### config.mk
export PLATFORM = sky130hd
export DESIGN_NAME = evt_regs_top
export DESIGN_NICKNAME = d
export VERILOG_FILES = /design/src/hw/reg_access_pkg.sv /design/src/hw/reg_map_pkg.sv /design/src/hw/reg_bus_if.sv /design/src/hw/evt_regs_top.sv /design/src/hw/host_port.sv /design/src/hw/hw_event_unit.sv /design/src/hw/reg_block.sv /design/src/hw/subreg.sv /design/src/hw/subreg_arb.sv
export SDC_FILE = /design/constraint.sdc
export NUM_CORES = 1
export LEC_CHECK = 0
export BUFFER_PORTS_ARGS = -buffer_cell sky130_fd_sc_hd__buf_4
export CORE_MARGIN = 2
export CORE_UTILIZATION = 38
export DETAILED_ROUTE_END_ITERATION = 12
export PLACE_DENSITY = 0.55
export SLEW_MARGIN = 20
export SYNTH_ARGS = -nofsm -noshare
export SYNTH_HDL_FRONTEND = slang
export SYNTH_SLANG_ARGS = --single-unit
### constraint.sdc
create_clock -name clk -period 2.9 [get_ports clk]
set_input_delay 0.58 -clock clk [delete_from_list [all_inputs] [get_ports clk]]
set_output_delay 0.58 -clock clk [all_outputs]
set_load 0.05 [all_outputs]
### src/hw/reg_access_pkg.sv
/*
 * Software access modes of a register slice
 * Bus data width shared by slices and arbiters
 */
package reg_access_pkg;

  parameter int DATA_W = 32;

  // Software view of a slice
  typedef enum logic [2:0] {
    SW_RW  = 3'd0,
    SW_RO  = 3'd1,
    SW_W1S = 3'd2,
    SW_W1C = 3'd3,
    SW_W0C = 3'd4,
    SW_RC  = 3'd5
  } sw_access_e;

endpackage

### src/hw/reg_map_pkg.sv
/*
 * Register map of the event-status block
 * Byte offsets, field widths and reset values
 */
package reg_map_pkg;

  parameter int ADDR_W = 5;

  // Byte offsets
  parameter logic [ADDR_W-1:0] SNAPSHOT_OFS   = 5'h00;
  parameter logic [ADDR_W-1:0] EVT_COUNT_OFS  = 5'h04;
  parameter logic [ADDR_W-1:0] INTR_STATE_OFS = 5'h08;
  parameter logic [ADDR_W-1:0] MODE_OFS       = 5'h0C;
  parameter logic [ADDR_W-1:0] ERR_FLAGS_OFS  = 5'h10;
  parameter logic [ADDR_W-1:0] ERR_LATCH_OFS  = 5'h14;

  // Field widths
  parameter int CNT_W  = 16;
  parameter int ERR_W  = 8;
  parameter int MODE_W = 8;

  // Reset values, truncated to the field width at each slice
  parameter logic [31:0] SNAPSHOT_RESET   = 32'h0000_0000;
  parameter logic [31:0] EVT_COUNT_RESET  = 32'h0000_0000;
  parameter logic [31:0] INTR_STATE_RESET = 32'h0000_0000;
  parameter logic [31:0] MODE_RESET       = 32'h0000_000F;
  parameter logic [31:0] ERR_FLAGS_RESET  = 32'h0000_0000;
  parameter logic [31:0] ERR_LATCH_RESET  = 32'h0000_0000;

endpackage

### src/hw/reg_bus_if.sv
/*
 * Register bus between host port and register block
 * Single-cycle we/re strobes, combinational rdata and err
 */
`timescale 1ns/10ps

interface reg_bus_if #(
  parameter int ADDR_W = reg_map_pkg::ADDR_W
);
  import reg_access_pkg::*;

  logic              we;
  logic              re;
  logic [ADDR_W-1:0] addr;
  logic [DATA_W-1:0] wdata;
  logic [DATA_W-1:0] rdata;
  logic              err;

  modport host (output we, re, addr, wdata, input rdata, err);

  modport dev (input we, re, addr, wdata, output rdata, err);

endinterface

### src/hw/evt_regs_top.sv
/*
 * Event-status register block top level
 * Host port, register block and hardware event unit
 */
`timescale 1ns/10ps

module evt_regs_top #(
  parameter int EVT_W = 4
) (
  input  logic                              clk,
  input  logic                              reset,
  input  logic                              req,
  input  logic                              write,
  input  logic [reg_map_pkg::ADDR_W-1:0]    addr,
  input  logic [reg_access_pkg::DATA_W-1:0] wdata,
  output logic                              rvalid,
  output logic [reg_access_pkg::DATA_W-1:0] rdata,
  output logic                              err,
  input  logic [EVT_W-1:0]                  evt,
  input  logic [reg_map_pkg::ERR_W-1:0]     err_in,
  input  logic [reg_map_pkg::MODE_W-1:0]    mode_clr,
  input  logic                              capture,
  output logic                              irq
);
  import reg_access_pkg::*;
  import reg_map_pkg::*;

  logic              count_de, snap_de, intr_de, mode_de, err_de, latch_de;
  logic [CNT_W-1:0]  count_d, count_q;
  logic [DATA_W-1:0] snap_d;
  logic [EVT_W-1:0]  intr_d, intr_q;
  logic [MODE_W-1:0] mode_d, mode_q;
  logic [ERR_W-1:0]  err_d, err_q, latch_d;

  reg_bus_if #(.ADDR_W(ADDR_W)) bus ();

  host_port host_port_i (
    .clk, .reset, .req, .write, .addr, .wdata,
    .rvalid, .rdata, .err, .bus(bus.host));

  reg_block #(.EVT_W(EVT_W)) reg_block_i (
    .clk, .reset, .bus(bus.dev),
    .count_de, .count_d, .snap_de, .snap_d, .intr_de, .intr_d,
    .mode_de, .mode_d, .err_de, .err_d, .latch_de, .latch_d,
    .count_q, .intr_q, .mode_q, .err_q, .irq);

  hw_event_unit #(.EVT_W(EVT_W)) hw_event_unit_i (
    .clk, .reset, .evt, .err_in, .mode_clr, .capture,
    .count_q, .intr_q, .mode_q, .err_q,
    .count_de, .count_d, .snap_de, .snap_d, .intr_de, .intr_d,
    .mode_de, .mode_d, .err_de, .err_d, .latch_de, .latch_d);

endmodule

### src/hw/host_port.sv
/*
 * Host port
 * Pipelines host requests onto the register bus and
 * returns read data, rvalid and err two cycles later
 */
`timescale 1ns/10ps

module host_port (
  input  logic                              clk,
  input  logic                              reset,
  input  logic                              req,
  input  logic                              write,
  input  logic [reg_map_pkg::ADDR_W-1:0]    addr,
  input  logic [reg_access_pkg::DATA_W-1:0] wdata,
  output logic                              rvalid,
  output logic [reg_access_pkg::DATA_W-1:0] rdata,
  output logic                              err,
  reg_bus_if.host                           bus
);

  // Request stage
  always_ff @(posedge clk) begin
    if (reset) begin
      bus.we <= 1'b0;
      bus.re <= 1'b0;
    end else begin
      bus.we <= req & write;
      bus.re <= req & ~write;
    end
  end

  always_ff @(posedge clk) begin
    bus.addr  <= addr;
    bus.wdata <= wdata;
  end

  // Response stage
  always_ff @(posedge clk) begin
    if (reset) begin
      rvalid <= 1'b0;
      err    <= 1'b0;
    end else begin
      rvalid <= bus.re;
      // Unmapped writes report err too
      err    <= (bus.we | bus.re) & bus.err;
    end
  end

  always_ff @(posedge clk) begin
    if (bus.re) begin
      rdata <= bus.rdata;
    end
  end

endmodule

### src/hw/hw_event_unit.sv
/*
 * Hardware event unit
 * Registers event, error, clear and capture inputs and
 * forms update strobes and data for the register slices
 */
`timescale 1ns/10ps

module hw_event_unit #(
  parameter int EVT_W = 4
) (
  input  logic                             clk,
  input  logic                             reset,
  input  logic [EVT_W-1:0]                 evt,
  input  logic [reg_map_pkg::ERR_W-1:0]    err_in,
  input  logic [reg_map_pkg::MODE_W-1:0]   mode_clr,
  input  logic                             capture,
  input  logic [reg_map_pkg::CNT_W-1:0]    count_q,
  input  logic [EVT_W-1:0]                 intr_q,
  input  logic [reg_map_pkg::MODE_W-1:0]   mode_q,
  input  logic [reg_map_pkg::ERR_W-1:0]    err_q,
  output logic                             count_de,
  output logic [reg_map_pkg::CNT_W-1:0]    count_d,
  output logic                             snap_de,
  output logic [reg_access_pkg::DATA_W-1:0] snap_d,
  output logic                             intr_de,
  output logic [EVT_W-1:0]                 intr_d,
  output logic                             mode_de,
  output logic [reg_map_pkg::MODE_W-1:0]   mode_d,
  output logic                             err_de,
  output logic [reg_map_pkg::ERR_W-1:0]    err_d,
  output logic                             latch_de,
  output logic [reg_map_pkg::ERR_W-1:0]    latch_d
);
  import reg_access_pkg::*;
  import reg_map_pkg::*;

  logic [EVT_W-1:0]  evt_r;
  logic [ERR_W-1:0]  err_r;
  logic [MODE_W-1:0] clr_r;
  logic              cap_r;
  logic [CNT_W-1:0]  evt_sum;

  // One input stage gives the single-cycle update latency
  always_ff @(posedge clk) begin
    if (reset) begin
      evt_r <= '0;
      err_r <= '0;
      clr_r <= '0;
      cap_r <= 1'b0;
    end else begin
      evt_r <= evt;
      err_r <= err_in;
      clr_r <= mode_clr;
      cap_r <= capture;
    end
  end

  // Number of events this cycle
  always_comb begin
    evt_sum = '0;
    for (int i = 0; i < EVT_W; i++) begin
      evt_sum = evt_sum + CNT_W'(evt_r[i]);
    end
  end

  // Counter wraps at CNT_W
  assign count_de = |evt_r;
  assign count_d  = count_q + evt_sum;

  assign snap_de = cap_r;
  assign snap_d  = DATA_W'(count_q);

  assign intr_de = |evt_r;
  assign intr_d  = intr_q | evt_r;

  assign mode_de = |clr_r;
  assign mode_d  = mode_q & ~clr_r;

  assign err_de = |err_r;
  assign err_d  = err_q | err_r;

  // Read-clear slice takes the new bits only
  assign latch_de = |err_r;
  assign latch_d  = err_r;

endmodule

### src/hw/reg_block.sv
/*
 * Register block with six slices
 * Address decode, read mux, read-clear pulse and irq
 */
`timescale 1ns/10ps

module reg_block #(
  parameter int EVT_W = 4
) (
  input  logic                              clk,
  input  logic                              reset,
  reg_bus_if.dev                            bus,
  input  logic                              count_de,
  input  logic [reg_map_pkg::CNT_W-1:0]     count_d,
  input  logic                              snap_de,
  input  logic [reg_access_pkg::DATA_W-1:0] snap_d,
  input  logic                              intr_de,
  input  logic [EVT_W-1:0]                  intr_d,
  input  logic                              mode_de,
  input  logic [reg_map_pkg::MODE_W-1:0]    mode_d,
  input  logic                              err_de,
  input  logic [reg_map_pkg::ERR_W-1:0]     err_d,
  input  logic                              latch_de,
  input  logic [reg_map_pkg::ERR_W-1:0]     latch_d,
  output logic [reg_map_pkg::CNT_W-1:0]     count_q,
  output logic [EVT_W-1:0]                  intr_q,
  output logic [reg_map_pkg::MODE_W-1:0]    mode_q,
  output logic [reg_map_pkg::ERR_W-1:0]     err_q,
  output logic                              irq
);
  import reg_access_pkg::*;
  import reg_map_pkg::*;

  logic              hit_snap, hit_count, hit_intr, hit_mode, hit_err, hit_latch;
  logic [DATA_W-1:0] snap_q;
  logic [ERR_W-1:0]  latch_q;

  // Exact byte address match, anything else is unmapped
  assign hit_snap  = (bus.addr == SNAPSHOT_OFS);
  assign hit_count = (bus.addr == EVT_COUNT_OFS);
  assign hit_intr  = (bus.addr == INTR_STATE_OFS);
  assign hit_mode  = (bus.addr == MODE_OFS);
  assign hit_err   = (bus.addr == ERR_FLAGS_OFS);
  assign hit_latch = (bus.addr == ERR_LATCH_OFS);

  assign bus.err = ~(hit_snap | hit_count | hit_intr | hit_mode | hit_err | hit_latch);

  subreg #(.value_t(logic [DATA_W-1:0]), .SwAccess(SW_RW),
           .RESET_VAL(SNAPSHOT_RESET[DATA_W-1:0])) snapshot_i (
    .clk, .reset, .we(bus.we & hit_snap), .wd(bus.wdata),
    .de(snap_de), .d(snap_d), .q(snap_q));

  // Writes to the counter address are accepted and ignored
  subreg #(.value_t(logic [CNT_W-1:0]), .SwAccess(SW_RO),
           .RESET_VAL(EVT_COUNT_RESET[CNT_W-1:0])) evt_count_i (
    .clk, .reset, .we(bus.we & hit_count), .wd(bus.wdata[CNT_W-1:0]),
    .de(count_de), .d(count_d), .q(count_q));

  subreg #(.value_t(logic [EVT_W-1:0]), .SwAccess(SW_W1C),
           .RESET_VAL(INTR_STATE_RESET[EVT_W-1:0])) intr_state_i (
    .clk, .reset, .we(bus.we & hit_intr), .wd(bus.wdata[EVT_W-1:0]),
    .de(intr_de), .d(intr_d), .q(intr_q));

  subreg #(.value_t(logic [MODE_W-1:0]), .SwAccess(SW_W1S),
           .RESET_VAL(MODE_RESET[MODE_W-1:0])) mode_i (
    .clk, .reset, .we(bus.we & hit_mode), .wd(bus.wdata[MODE_W-1:0]),
    .de(mode_de), .d(mode_d), .q(mode_q));

  subreg #(.value_t(logic [ERR_W-1:0]), .SwAccess(SW_W0C),
           .RESET_VAL(ERR_FLAGS_RESET[ERR_W-1:0])) err_flags_i (
    .clk, .reset, .we(bus.we & hit_err), .wd(bus.wdata[ERR_W-1:0]),
    .de(err_de), .d(err_d), .q(err_q));

  // A read of err_latch is the clear pulse
  subreg #(.value_t(logic [ERR_W-1:0]), .SwAccess(SW_RC),
           .RESET_VAL(ERR_LATCH_RESET[ERR_W-1:0])) err_latch_i (
    .clk, .reset, .we(bus.re & hit_latch), .wd(bus.wdata[ERR_W-1:0]),
    .de(latch_de), .d(latch_d), .q(latch_q));

  // Read mux, unread bits return zero
  always_comb begin
    case (bus.addr)
      SNAPSHOT_OFS:   bus.rdata = snap_q;
      EVT_COUNT_OFS:  bus.rdata = DATA_W'(count_q);
      INTR_STATE_OFS: bus.rdata = DATA_W'(intr_q);
      MODE_OFS:       bus.rdata = DATA_W'(mode_q);
      ERR_FLAGS_OFS:  bus.rdata = DATA_W'(err_q);
      ERR_LATCH_OFS:  bus.rdata = DATA_W'(latch_q);
      default:        bus.rdata = '0;
    endcase
  end

  // Low mode bits enable each interrupt source
  always_ff @(posedge clk) begin
    if (reset) begin
      irq <= 1'b0;
    end else begin
      irq <= |(intr_q & mode_q[EVT_W-1:0]);
    end
  end

endmodule

### src/hw/subreg.sv
/*
 * One register slice
 * Storage flop plus its write arbiter, payload set by value_t
 */
`timescale 1ns/10ps

module subreg #(
  parameter type                        value_t   = logic [31:0],
  parameter reg_access_pkg::sw_access_e SwAccess  = reg_access_pkg::SW_RW,
  parameter value_t                     RESET_VAL = '0
) (
  input  logic   clk,
  input  logic   reset,
  input  logic   we,
  input  value_t wd,
  input  logic   de,
  input  value_t d,
  output value_t q
);

  localparam int DW = $bits(value_t);

  logic          wr_en;
  logic [DW-1:0] wr_data;

  subreg_arb #(
    .DW       (DW),
    .SwAccess (SwAccess)
  ) arb_i (
    .we      (we),
    .wd      (wd),
    .de      (de),
    .d       (d),
    .q       (q),
    .wr_en   (wr_en),
    .wr_data (wr_data)
  );

  always_ff @(posedge clk) begin
    if (reset) begin
      q <= RESET_VAL;
    end else if (wr_en) begin
      q <= wr_data;
    end
  end

endmodule

### src/hw/subreg_arb.sv
/*
 * Write arbitration of one register slice
 * Merges software and hardware updates per access mode
 */
`timescale 1ns/10ps

module subreg_arb #(
  parameter int                         DW       = 32,
  parameter reg_access_pkg::sw_access_e SwAccess = reg_access_pkg::SW_RW
) (
  // Software side, for RC the read pulse arrives on we
  input  logic          we,
  input  logic [DW-1:0] wd,
  // Hardware side
  input  logic          de,
  input  logic [DW-1:0] d,
  // Current register value
  input  logic [DW-1:0] q,
  output logic          wr_en,
  output logic [DW-1:0] wr_data
);
  import reg_access_pkg::*;

  if (SwAccess == SW_RW) begin : gen_rw
    assign wr_en   = we | de;
    // Software data has priority
    assign wr_data = we ? wd : d;
  end else if (SwAccess == SW_RO) begin : gen_ro
    assign wr_en   = de;
    assign wr_data = d;
  end else if (SwAccess == SW_W1S) begin : gen_w1s
    // Hardware clears, software sets and wins on a shared bit
    assign wr_en   = we | de;
    assign wr_data = (de ? d : q) | (we ? wd : '0);
  end else if (SwAccess == SW_W1C) begin : gen_w1c
    // Hardware sets, software clears and wins on a shared bit
    assign wr_en   = we | de;
    assign wr_data = (de ? d : q) & (we ? ~wd : '1);
  end else if (SwAccess == SW_W0C) begin : gen_w0c
    assign wr_en   = we | de;
    assign wr_data = (de ? d : q) & (we ? wd : '1);
  end else begin : gen_rc
    // Hardware d holds only the bits being set in this cycle,
    // so they survive a read that clears the old value
    assign wr_en   = we | de;
    assign wr_data = (we ? '0 : q) | (de ? d : '0);
  end

endmodule

* Yosys cells after proc, flatten, opt, wreduce, memory -nomap -nowiden *
Cells that the tools add are included.

cells by class
  add/sub/neg operators = 4
  equality and inequality tests = 5
  multiplexer cells = 10
  bitwise gates (word level) = 31
  reductions and logical operators = 5

operators with widths
  cell                                                                    number
  32-bit case mux with 6 select lines                                     1
  8-bit two-way mux                                                       6
  16-bit by 1-bit adder with 16-bit output                                2
  32-bit two-way mux                                                      1
  8-bit OR                                                                3
  16-bit adder                                                            1
  8-bit AND                                                               2
  8-bit OR reduction                                                      2
  1-bit OR                                                                11
  5-bit by 4-bit equality test with 1-bit output (second input constant)  2
  5-bit equality test (second input constant)                             2
  1-bit AND                                                               8
  4-bit AND                                                               2
  4-bit two-way mux                                                       2
  8-bit NOT                                                               1
  4-bit OR reduction                                                      2
  5-bit by 3-bit equality test with 1-bit output (second input constant)  1
  5-bit zero test                                                         1
  4-bit NOT                                                               1
  4-bit OR                                                                1
  1-bit by 1-bit adder with 2-bit output                                  1
  1-bit NOT                                                               2

storage, ports and cells
  bits in registers = 171
  bits of input ports = 62
  output and inout port bits = 35
  logic and storage cells = 73

* Longest topological paths before layout *
Gate-level depths: netlist of the first run.

  depth after elaboration = 8
  gate-level depth with buffers = 11
  gate-level depth less buffers = 11

* Cells and area by module *
Synthesis of the first run repeated with hierarchy kept, for this count alone.

second synthesis, totals
  cell total of the unflattened synthesis = 723
  area, all modules = 7928.9 sq um

by module, submodules not included
  module                                       instances  cells each  area an instance (sq um)
  host_port                                    1          78          1815.5
  hw_event_unit                                1          159         1388.8
  subreg (reg_block_i.snapshot_i)              1          103         1163.6
  reg_block                                    1          96          752.0
  subreg (reg_block_i.evt_count_i)             1          52          580.6
  subreg (reg_block_i.err_flags_i ...)         2          26          285.3
  subreg_arb (reg_block_i.snapshot_i.arb_i)    1          37          546.8
  subreg (reg_block_i.mode_i)                  1          26          297.8
  subreg_arb (reg_block_i.mode_i.arb_i)        1          27          177.7
  subreg_arb (reg_block_i.err_flags_i.arb_i)   1          27          172.7
  subreg (reg_block_i.intr_state_i)            1          13          140.1
  subreg_arb (reg_block_i.evt_count_i.arb_i)   1          17          127.6
  subreg_arb (reg_block_i.err_latch_i.arb_i)   1          26          117.6
  subreg_arb (reg_block_i.intr_state_i.arb_i)  1          10          77.6

* Worst setup path after synthesis of the first run *
OpenSTA, ideal clock, no wires.

  kind = register to register
  from = register hw_event_unit_i.evt_r[0]
  to = register reg_block_i.evt_count_i.q[14] (netlist name)
  library setup time = 0.071 ns
  data arrival time = 2.465 ns
  required time = 2.829 ns
  path slack = 0.364 ns
  cell stages (with the launch flop) = 12
  path buffers = 0
  path through = dfxtp_1 -> inv_1 -> ha_1 -> inv_1 -> fa_1 -> inv_1 -> ha_1 -> fa_1 -> a21oi_2 -> or3_1 -> or3_1 -> a21oi_1

on the way
  word-level cells in the longest chain between the ends = 4

RTL lines
  element                                                RTL line             source
  start: declaration                                     hw_event_unit.sv:37  logic [EVT_W-1:0] evt_r;
  start signal: assignment                               hw_event_unit.sv:51  evt_r <= evt;
  1-bit by 1-bit adder with 2-bit output                 hw_event_unit.sv:62  evt_sum = evt_sum + CNT_W'(evt_r[i]);
  16-bit by 1-bit adder with 16-bit output (2 in a row)  hw_event_unit.sv:62
  16-bit adder                                           hw_event_unit.sv:68  assign count_d = count_q + evt_sum;
  end signal: assignment                                 subreg.sv:43         q <= wr_data;
  end: declaration                                       subreg.sv:18         output value_t q

Several ways; a longest one is shown, not always the timed one.
A chain may end at the register's enable or synchronous reset.

* Worst setup path after layout of the first run *
Same ends and word-level chain as after synthesis.

==> results.sh, run 1 <==
export IMPL_synth_distinct_cells=41
export IMPL_place_ws_ns=0.210
export IMPL_tns_ns=0
export IMPL_slew_headroom=0.441
export IMPL_cts_num_sinks=171
export IMPL_fin_util=0.482
export IMPL_leakage_nw=3.00
export IMPL_routed_wl_um=13600
export IMPL_nets=712
export IMPL_wire_per_inst_um=15.6
export IMPL_syn_area_sq_mm=0.00608
export IMPL_grt_max_degree=64
export IMPL_ys_warn_count=0
export IMPL_antenna_cells=0
export IMPL_clock_fmax_mhz=370
export IMPL_critical_path_top_delay_family="adder cells"
export IMPL_worst_ep_arrival_time_ns=3.05
export IMPL_cp_startpoint="hw_event_unit_i.evt_r[0]$_SDFF_PP0_"
export IMPL_num_vias=4331
export IMPL_hold_slack_ns=0.254
export IMPL_rows=46
export IMPL_post_route_drc_count=0
export IMPL_cp_start_kind="register"
export IMPL_syn_nets=629
export IMPL_synthCells=559
export IMPL_required_ns=3.25
export IMPL_grt_pass1_vias=4387
export IMPL_clock_root_buffer="clkbuf_16"
export IMPL_holdBufCountCts=0
export IMPL_hold_viol_final=0
export IMPL_clk_path_buf_depth=2
export IMPL_critical_path_depth=11
export IMPL_endpoint="reg_block_i.evt_count_i.q[14]$_SDFFE_PP0N_"
export IMPL_viasPerCell=4.97
export IMPL_cts_max_level=4
export IMPL_max_cap_violations=0
export IMPL_avgSynthCellArea_sq_um=10.9
export IMPL_cts_made_buffers=17
export IMPL_synth_seq_area_share=0.616
export IMPL_place_congestion=0.771
export IMPL_io_pins=97
export IMPL_initialDrtViolationCount=261
export IMPL_grt_pass1_wl_um=22100
export IMPL_drive_above_1_share=0.218
export IMPL_finClkSkew_ns=0.00707
export IMPL_ir_drop_v=0.000407
export IMPL_portBuffers=96
export IMPL_fin_cells=871
export IMPL_synth_seq_cells=171
export IMPL_dr_pass1_iters=4
export IMPL_rsz0062_at_grt="false"
export IMPL_placed_cells=838
export IMPL_path_class="reg -> reg"
export IMPL_dp_hpwl_um=8790
export IMPL_period_share=0.931
export IMPL_regToRegEndpoint="reg_block_i.evt_count_i.q[14]$_SDFFE_PP0N_"
export IMPL_cpPeakStageDelay_ns=0.40
export IMPL_cp_common_cell="inv_1"
export IMPL_final_min_clock_period_ns=2.70
export IMPL_die_height_um=131
export IMPL_layout_setup_ws_ns=0.200
export IMPL_gr_total_overflow=0
export IMPL_cts_tree="yes"
export IMPL_path_buf_inv=3
export IMPL_setup_viol=0
export IMPL_worst_pin_slew_ns=0.838
export IMPL_cp_cell_sequence="inv_1 -> ha_1 -> inv_1 -> fa_1 -> inv_1 -> ha_2 -> fa_2 -> a21oi_2 -> or3_1 -> or3_1 -> a21oi_1"
export IMPL_path_clk_slew_ns=0.07
export IMPL_post_dp_cell_area_sq_mm=0.00697
export IMPL_ant_nets=0
export IMPL_ff2ff_path_depth=11
export IMPL_holdCritPathClass="in -> reg"
export IMPL_status="finished clean"
export IMPL_clk_latency_ns=0.42
export IMPL_stdcell_area_sq_mm=0.00760
export IMPL_total_power_mw=5.22
export IMPL_worstPathMaxFanout=5
export IMPL_critPathSlowestCell="fa_1"
export IMPL_start_util=0.386
export IMPL_cp_end_kind="register"
export IMPL_die_w_um=131
export IMPL_r2r_setup_slack_ns=0.20
export IMPL_core_sq_mm=0.0158
export IMPL_dieArea_sq_mm=0.0170
export IMPL_power_density_mw_per_mm2=686
export IMPL_syn2layout_area_growth_pct=25.0
export IMPL_r2r_start="hw_event_unit_i.evt_r[0]$_SDFF_PP0_"
export IMPL_antenna_found_initial=0
export IMPL_drv_slew=0
export IMPL_grt_use_total=0.171
[synth_stat cells]
master | n | area share
mux2i_1 | 16 | 0.026
ha_1 | 6 | 0.012
edfxtp_1 | 32 | 0.16
xor2_1 | 1 | 0.0014
nand4_1 | 1 | 0.0010
o21ai_0 | 3 | 0.0025
nor4_1 | 2 | 0.0021
nor2b_1 | 27 | 0.028
nor2_1 | 57 | 0.035
inv_1 | 11 | 0.0068
and3_1 | 20 | 0.021
fa_1 | 2 | 0.0066
nor3b_1 | 3 | 0.0037
or3_1 | 4 | 0.0041
nor3_2 | 1 | 0.0016
a22o_1 | 8 | 0.012
or4_1 | 4 | 0.0049
nand2_1 | 29 | 0.018
and2_1 | 4 | 0.0041
nand3_1 | 15 | 0.012
a311oi_1 | 3 | 0.0043
nor4b_1 | 1 | 0.0014
nor3b_2 | 1 | 0.0021
nand4_2 | 1 | 0.0021
buf_2 | 14 | 0.012
dfxtp_1 | 139 | 0.46
and4_1 | 2 | 0.0029
a21oi_2 | 1 | 0.0014
xnor2_1 | 6 | 0.0086
a211oi_1 | 20 | 0.025
buf_6 | 1 | 0.0019
a21o_1 | 1 | 0.0012
clkbuf_1 | 25 | 0.015
nor4b_2 | 1 | 0.0025
o31ai_1 | 4 | 0.0049
and3b_1 | 2 | 0.0029
a21oi_1 | 40 | 0.033
nor3_1 | 9 | 0.0074
a221o_1 | 4 | 0.0066
a22oi_1 | 22 | 0.027
nand3b_1 | 16 | 0.020
[kinds of logic (layout without fill, tap and decap cells)]
| kind of cell | count (synthesis) | in the layout | synth area share |
|---|---|---|---|
| buffers and inverters | 51 | 147 | 0.0356 |
| AOI/OAI and AO/OA | 106 | 106 | 0.117 |
| muxes | 16 | 16 | 0.0263 |
| DFF | 171 | 171 | 0.616 |
| xor gates and xnor gates | 7 | 7 | 0.0101 |
| and+or+nand+nor | 200 | 200 | 0.176 |
| adders and majority gates | 8 | 8 | 0.0189 |
[layer usage]
| layer | GRT usage | share of wire | vias up |
|---|---|---|---|
| li1 | - | - | 2145 |
| met1 | 0.210 | 0.44 | 2027 |
| met2 | 0.282 | 0.48 | 133 |
| met3 | 0.0460 | 0.056 | 26 |
| met4 | 0.0770 | 0.024 | 0 |
| met5 | 0 | 0 | - |
[cells in the final DEF (no fill, tap or decap), drive strengths merged, types with 15 or more instances in the layout]
cell type	count
dfxtp	139
buf	104
nor2	57
a21oi	41
edfxtp	32
nand2	29
nor2b	27
a22oi	22
clkbuf	21
and3	20
a211oi	20
nand3b	16
mux2i	16
nand3	15
[layout make-up]
| cell class | instances | area (sq um) |
|---|---|---|
| inverters | 11 | 41.3 |
| repair buffers | 104 | 793 |
| well taps | 216 | 270 |
| flip-flops and latches | 171 | 3740 |
| clock inverters | 11 | 130 |
| multi-input cells | 337 | 2130 |
| fillers | 1464 | 8170 |
| clock buffers | 21 | 493 |
[flip-flops by register name (all words and copies together) (netlist names)]
signal	flops
host_port_i.bus.addr	5
host_port_i.bus.re	1
host_port_i.bus.wdata	32
host_port_i.bus.we	1
host_port_i.err	1
host_port_i.rdata	32
host_port_i.rvalid	1
hw_event_unit_i.clr_r	8
hw_event_unit_i.evt_r	4
hw_event_unit_i.latch_d	8
hw_event_unit_i.snap_de	1
reg_block_i.err_flags_i.q	8
reg_block_i.err_latch_i.q	8
reg_block_i.evt_count_i.q	16
reg_block_i.intr_state_i.q	4
reg_block_i.irq	1
reg_block_i.mode_i.q	8
reg_block_i.snapshot_i.q	32
[report_power, final]
part           switching, mW  internal, mW  leakage (nW)  total (mW)
Sequential            0.0613          2.51          1.45        2.57
Clock                  0.930          1.40         0.302        2.33
Combinational          0.171         0.144          1.25       0.315
Total                   1.16          4.05          3.00        5.22
[how the worst min path moves through the flow]
stage	from	endpoint	slack (ns)	depth (start not counted)
2_1_floorplan	host_port_i.bus.wdata[21]$_DFF_P_	reg_block_i.snapshot_i.q[21]$_SDFFE_PP0P_	0.42	2
3_3_place_gp	host_port_i.bus.wdata[18]$_DFF_P_	reg_block_i.snapshot_i.q[18]$_SDFFE_PP0P_	0.42	2
3_5_place_dp	host_port_i.bus.wdata[28]$_DFF_P_	reg_block_i.snapshot_i.q[28]$_SDFFE_PP0P_	0.43	2
4_1_cts	addr[4]	host_port_i.bus.addr[4]$_DFF_P_	0.24	1
5_1_grt	wdata[30]	host_port_i.bus.wdata[30]$_DFF_P_	0.23	1
6_report	addr[4]	host_port_i.bus.addr[4]$_DFF_P_	0.25	1
[repair_timing]
action	4_1_cts	5_1_grt
buffers inserted	0	1
resized for setup	0	2
setup endpoints to repair	0	2
No activity file was read; power rests on OpenSTA's default activity.
==> inputs of run 2 (changes only) <==
ABC_AREA = 1   (was unset)
CORE_UTILIZATION = 25   (was 38)
PLACE_DENSITY = 0.4   (was 0.55)
==> results.sh, run 2 <==
export IMPL_yosys_cell_count_top_type="dfxtp_1"
export IMPL_io_pins=97
export IMPL_dieArea_sq_mm=0.0263
export IMPL_regToRegEndpoint="reg_block_i.evt_count_i.q[12]$_SDFFE_PP0N_"
export IMPL_worst_ep_arrival_time_ns=2.91
export IMPL_die_w_um=162
export IMPL_worstPathMaxFanout=5
export IMPL_ant_nets=0
export IMPL_postCtsSetupRepairBufs=0
export IMPL_ir_drop_v=0.000345
export IMPL_path_buf_inv=3
export IMPL_synth_distinct_cells=35
export IMPL_async_reset_ff_frac=0
export IMPL_period_share=0.878
export IMPL_grt_pass1_vias=4763
export IMPL_num_vias=4620
export IMPL_avgSynthCellArea_sq_um=9.40
export IMPL_cts_num_sinks=171
export IMPL_cp_start_kind="register"
export IMPL_clk_latency_ns=0.43
export IMPL_path_clk_slew_ns=0.07
export IMPL_hold_slack_ns=0.251
export IMPL_power_density_mw_per_mm2=657
export IMPL_post_route_drc_count=0
export IMPL_clock_fmax_mhz=393
export IMPL_holdBufCountCts=0
export IMPL_setup_viol=0
export IMPL_cp_startpoint="hw_event_unit_i.evt_r[0]$_SDFF_PP0_"
export IMPL_wire_per_inst_um=13.4
export IMPL_cp_cell_sequence="inv_1 -> ha_1 -> inv_1 -> fa_1 -> inv_1 -> ha_1 -> fa_1 -> nand2_1 -> nand2_1 -> nand2_1 -> nor2_2 -> nand3_1 -> o21ai_0 -> nor2_1"
export IMPL_reg_largest_list="host_port_i.bus.wdata x32, host_port_i.rdata x32, reg_block_i.snapshot_i.q x32"
export IMPL_routed_wl_um=14800
export IMPL_fillerInstances=2554
export IMPL_ys_warn_count=0
export IMPL_rsz0062_at_grt="false"
export IMPL_drive_above_1_share=0.211
export IMPL_drv_slew=0
export IMPL_synth_seq_cells=171
export IMPL_leakage_nw=3.24
export IMPL_fin_cells=1101
export IMPL_antenna_found_initial=0
export IMPL_dr_pass1_iters=5
export IMPL_synthCells=665
export IMPL_path_class="reg -> reg"
export IMPL_clock_root_buffer="clkbuf_16"
export IMPL_cp_end_kind="register"
export IMPL_r2r_start="hw_event_unit_i.evt_r[0]$_SDFF_PP0_"
export IMPL_synthTopCellsByCount="139 x dfxtp_1, 123 x nand2_1, 92 x nor2_1, 84 x inv_1, 54 x a21oi_1"
export IMPL_antenna_cells=0
export IMPL_final_min_clock_period_ns=2.55
export IMPL_hold_viol_final=0
export IMPL_total_power_mw=5.20
export IMPL_final_cell_mix="138 x dfxtp_1, 123 x nand2_1, 101 x buf_4"
export IMPL_grt_use_total=0.119
export IMPL_max_cap_violations=0
export IMPL_syn_area_sq_mm=0.00625
export IMPL_start_util=0.256
export IMPL_final_common_cell="dfxtp_1"
export IMPL_syn2layout_area_growth_pct=26.4
export IMPL_synth_flop_cell="dfxtp_1"
export IMPL_dp_hpwl_um=10300
export IMPL_holdCritPathClass="in -> reg"
export IMPL_gr_total_overflow=0
export IMPL_clk_path_buf_depth=2
export IMPL_critical_path_top_delay_family="adder cells"
export IMPL_critical_path_depth=14
export IMPL_die_height_um=162
export IMPL_core_sq_mm=0.0245
export IMPL_rows=57
export IMPL_viasPerCell=4.20
export IMPL_r2r_setup_slack_ns=0.35
export IMPL_grt_pass1_wl_um=24300
export IMPL_slew_headroom=0.615
export IMPL_ctsResizeCount=0
export IMPL_syn_nets=735
export IMPL_synth_top_area_frac=0.445
export IMPL_place_congestion=0.770
export IMPL_cts_max_level=4
export IMPL_synth_area_leaders="dfxtp_1 45%, edfxtp_1 15%, nand2_1 7.4%"
export IMPL_synth_top_cell_by_area="dfxtp_1"
export IMPL_cts_tree="yes"
export IMPL_tns_ns=0
export IMPL_grt_max_degree=42
export IMPL_portBuffers=96
export IMPL_initialDrtViolationCount=230
export IMPL_cts_made_buffers=17
export IMPL_placed_cells=1069
export IMPL_synth_edf_count=32
export IMPL_ff2ff_path_depth=14
export IMPL_cpPeakStageDelay_ns=0.47
export IMPL_status="finished clean"
export IMPL_synth_seq_area_share=0.599
export IMPL_finClkSkew_ns=0.00984
export IMPL_nets=834
export IMPL_worst_pin_slew_ns=0.577
export IMPL_endpoint="reg_block_i.evt_count_i.q[12]$_SDFFE_PP0N_"
export IMPL_required_ns=3.26
export IMPL_hp_start="wdata[4]"
export IMPL_critPathSlowestCell="fa_1"
run 2: area by class of cell:
class	count	area (sq um)	share of cell area
tap	324	405	0.0513
clock buffer	21	483	0.0611
sequential	171	3740	0.474
multi-input combinational	388	2070	0.262
timing repair buffer	101	758	0.0959
inverter	85	322	0.0407
clock inverter	11	119	0.0150
run 2: cell families (layout without fill, tap and decap cells):
| kind of cell | after synthesis | count (layout) | share of synthesized area |
|---|---|---|---|
| and+or+nand+nor | 252 | 252 | 0.172 |
| DFF | 171 | 171 | 0.599 |
| AOI/OAI and AO/OA | 111 | 111 | 0.114 |
| buffers and inverters | 106 | 218 | 0.0699 |
| muxes | 16 | 16 | 0.0256 |
| adders and majority gates | 8 | 8 | 0.0184 |
| xor gates and xnor gates | 1 | 1 | 0.00140 |
run 2: per-stage QoR:
step | area, sq um | utilization | setup WS [ns]
floorplan | 6250 | - | 0.571
global route | 7900 | 0.323 | 0.0303
CTS | 7900 | 0.323 | 0.357
global placement | 7300 | 0.298 | 0.420
detailed placement | 7300 | 0.298 | 0.367
finish | 7900 | 0.323 | 0.353
run 2: how the worst min path moves through the flow:
stage                                            to  slack [ns]  depth (start not counted)
6_report           host_port_i.bus.wdata[4]$_DFF_P_        0.25                          1
5_1_grt            host_port_i.bus.wdata[5]$_DFF_P_        0.22                          1
4_1_cts           host_port_i.bus.wdata[21]$_DFF_P_        0.23                          1
3_5_place_dp   reg_block_i.mode_i.q[0]$_SDFFE_PP1P_        0.41                          1
3_3_place_gp   reg_block_i.mode_i.q[0]$_SDFFE_PP1P_        0.41                          1
2_1_floorplan  reg_block_i.mode_i.q[0]$_SDFFE_PP1P_        0.39                          1
run 2: worst reg2reg max path, delay by kind of cell, from the launching register on:
| family | cells | cell delay, ns |
|---|---|---|
| AOI/OAI and AO/OA | 1 | 0.08 |
| buffers and inverters | 3 | 0.15 |
| adders and majority gates | 4 | 1.35 |
| and+or+nand+nor | 6 | 0.56 |
| DFF | 1 | 0.36 |
run 2: power by group:
part / switching (mW) / internal [mW] / total [mW] / leakage [nW]
Clock: 0.997 / 1.31 / 2.31 / 0.298
Combinational: 0.186 / 0.136 / 0.322 / 1.49
Sequential: 0.0562 / 2.51 / 2.56 / 1.45
run 2: routing by layer:
| metal | global-route usage | share of wire | up-vias |
|---|---|---|---|
| li1 | - | - | 2347 |
| met5 | 0 | 0 | - |
| met3 | 0.0340 | 0.044 | 15 |
| met2 | 0.193 | 0.46 | 119 |
| met4 | 0.0402 | 0.017 | 0 |
| met1 | 0.153 | 0.48 | 2139 |
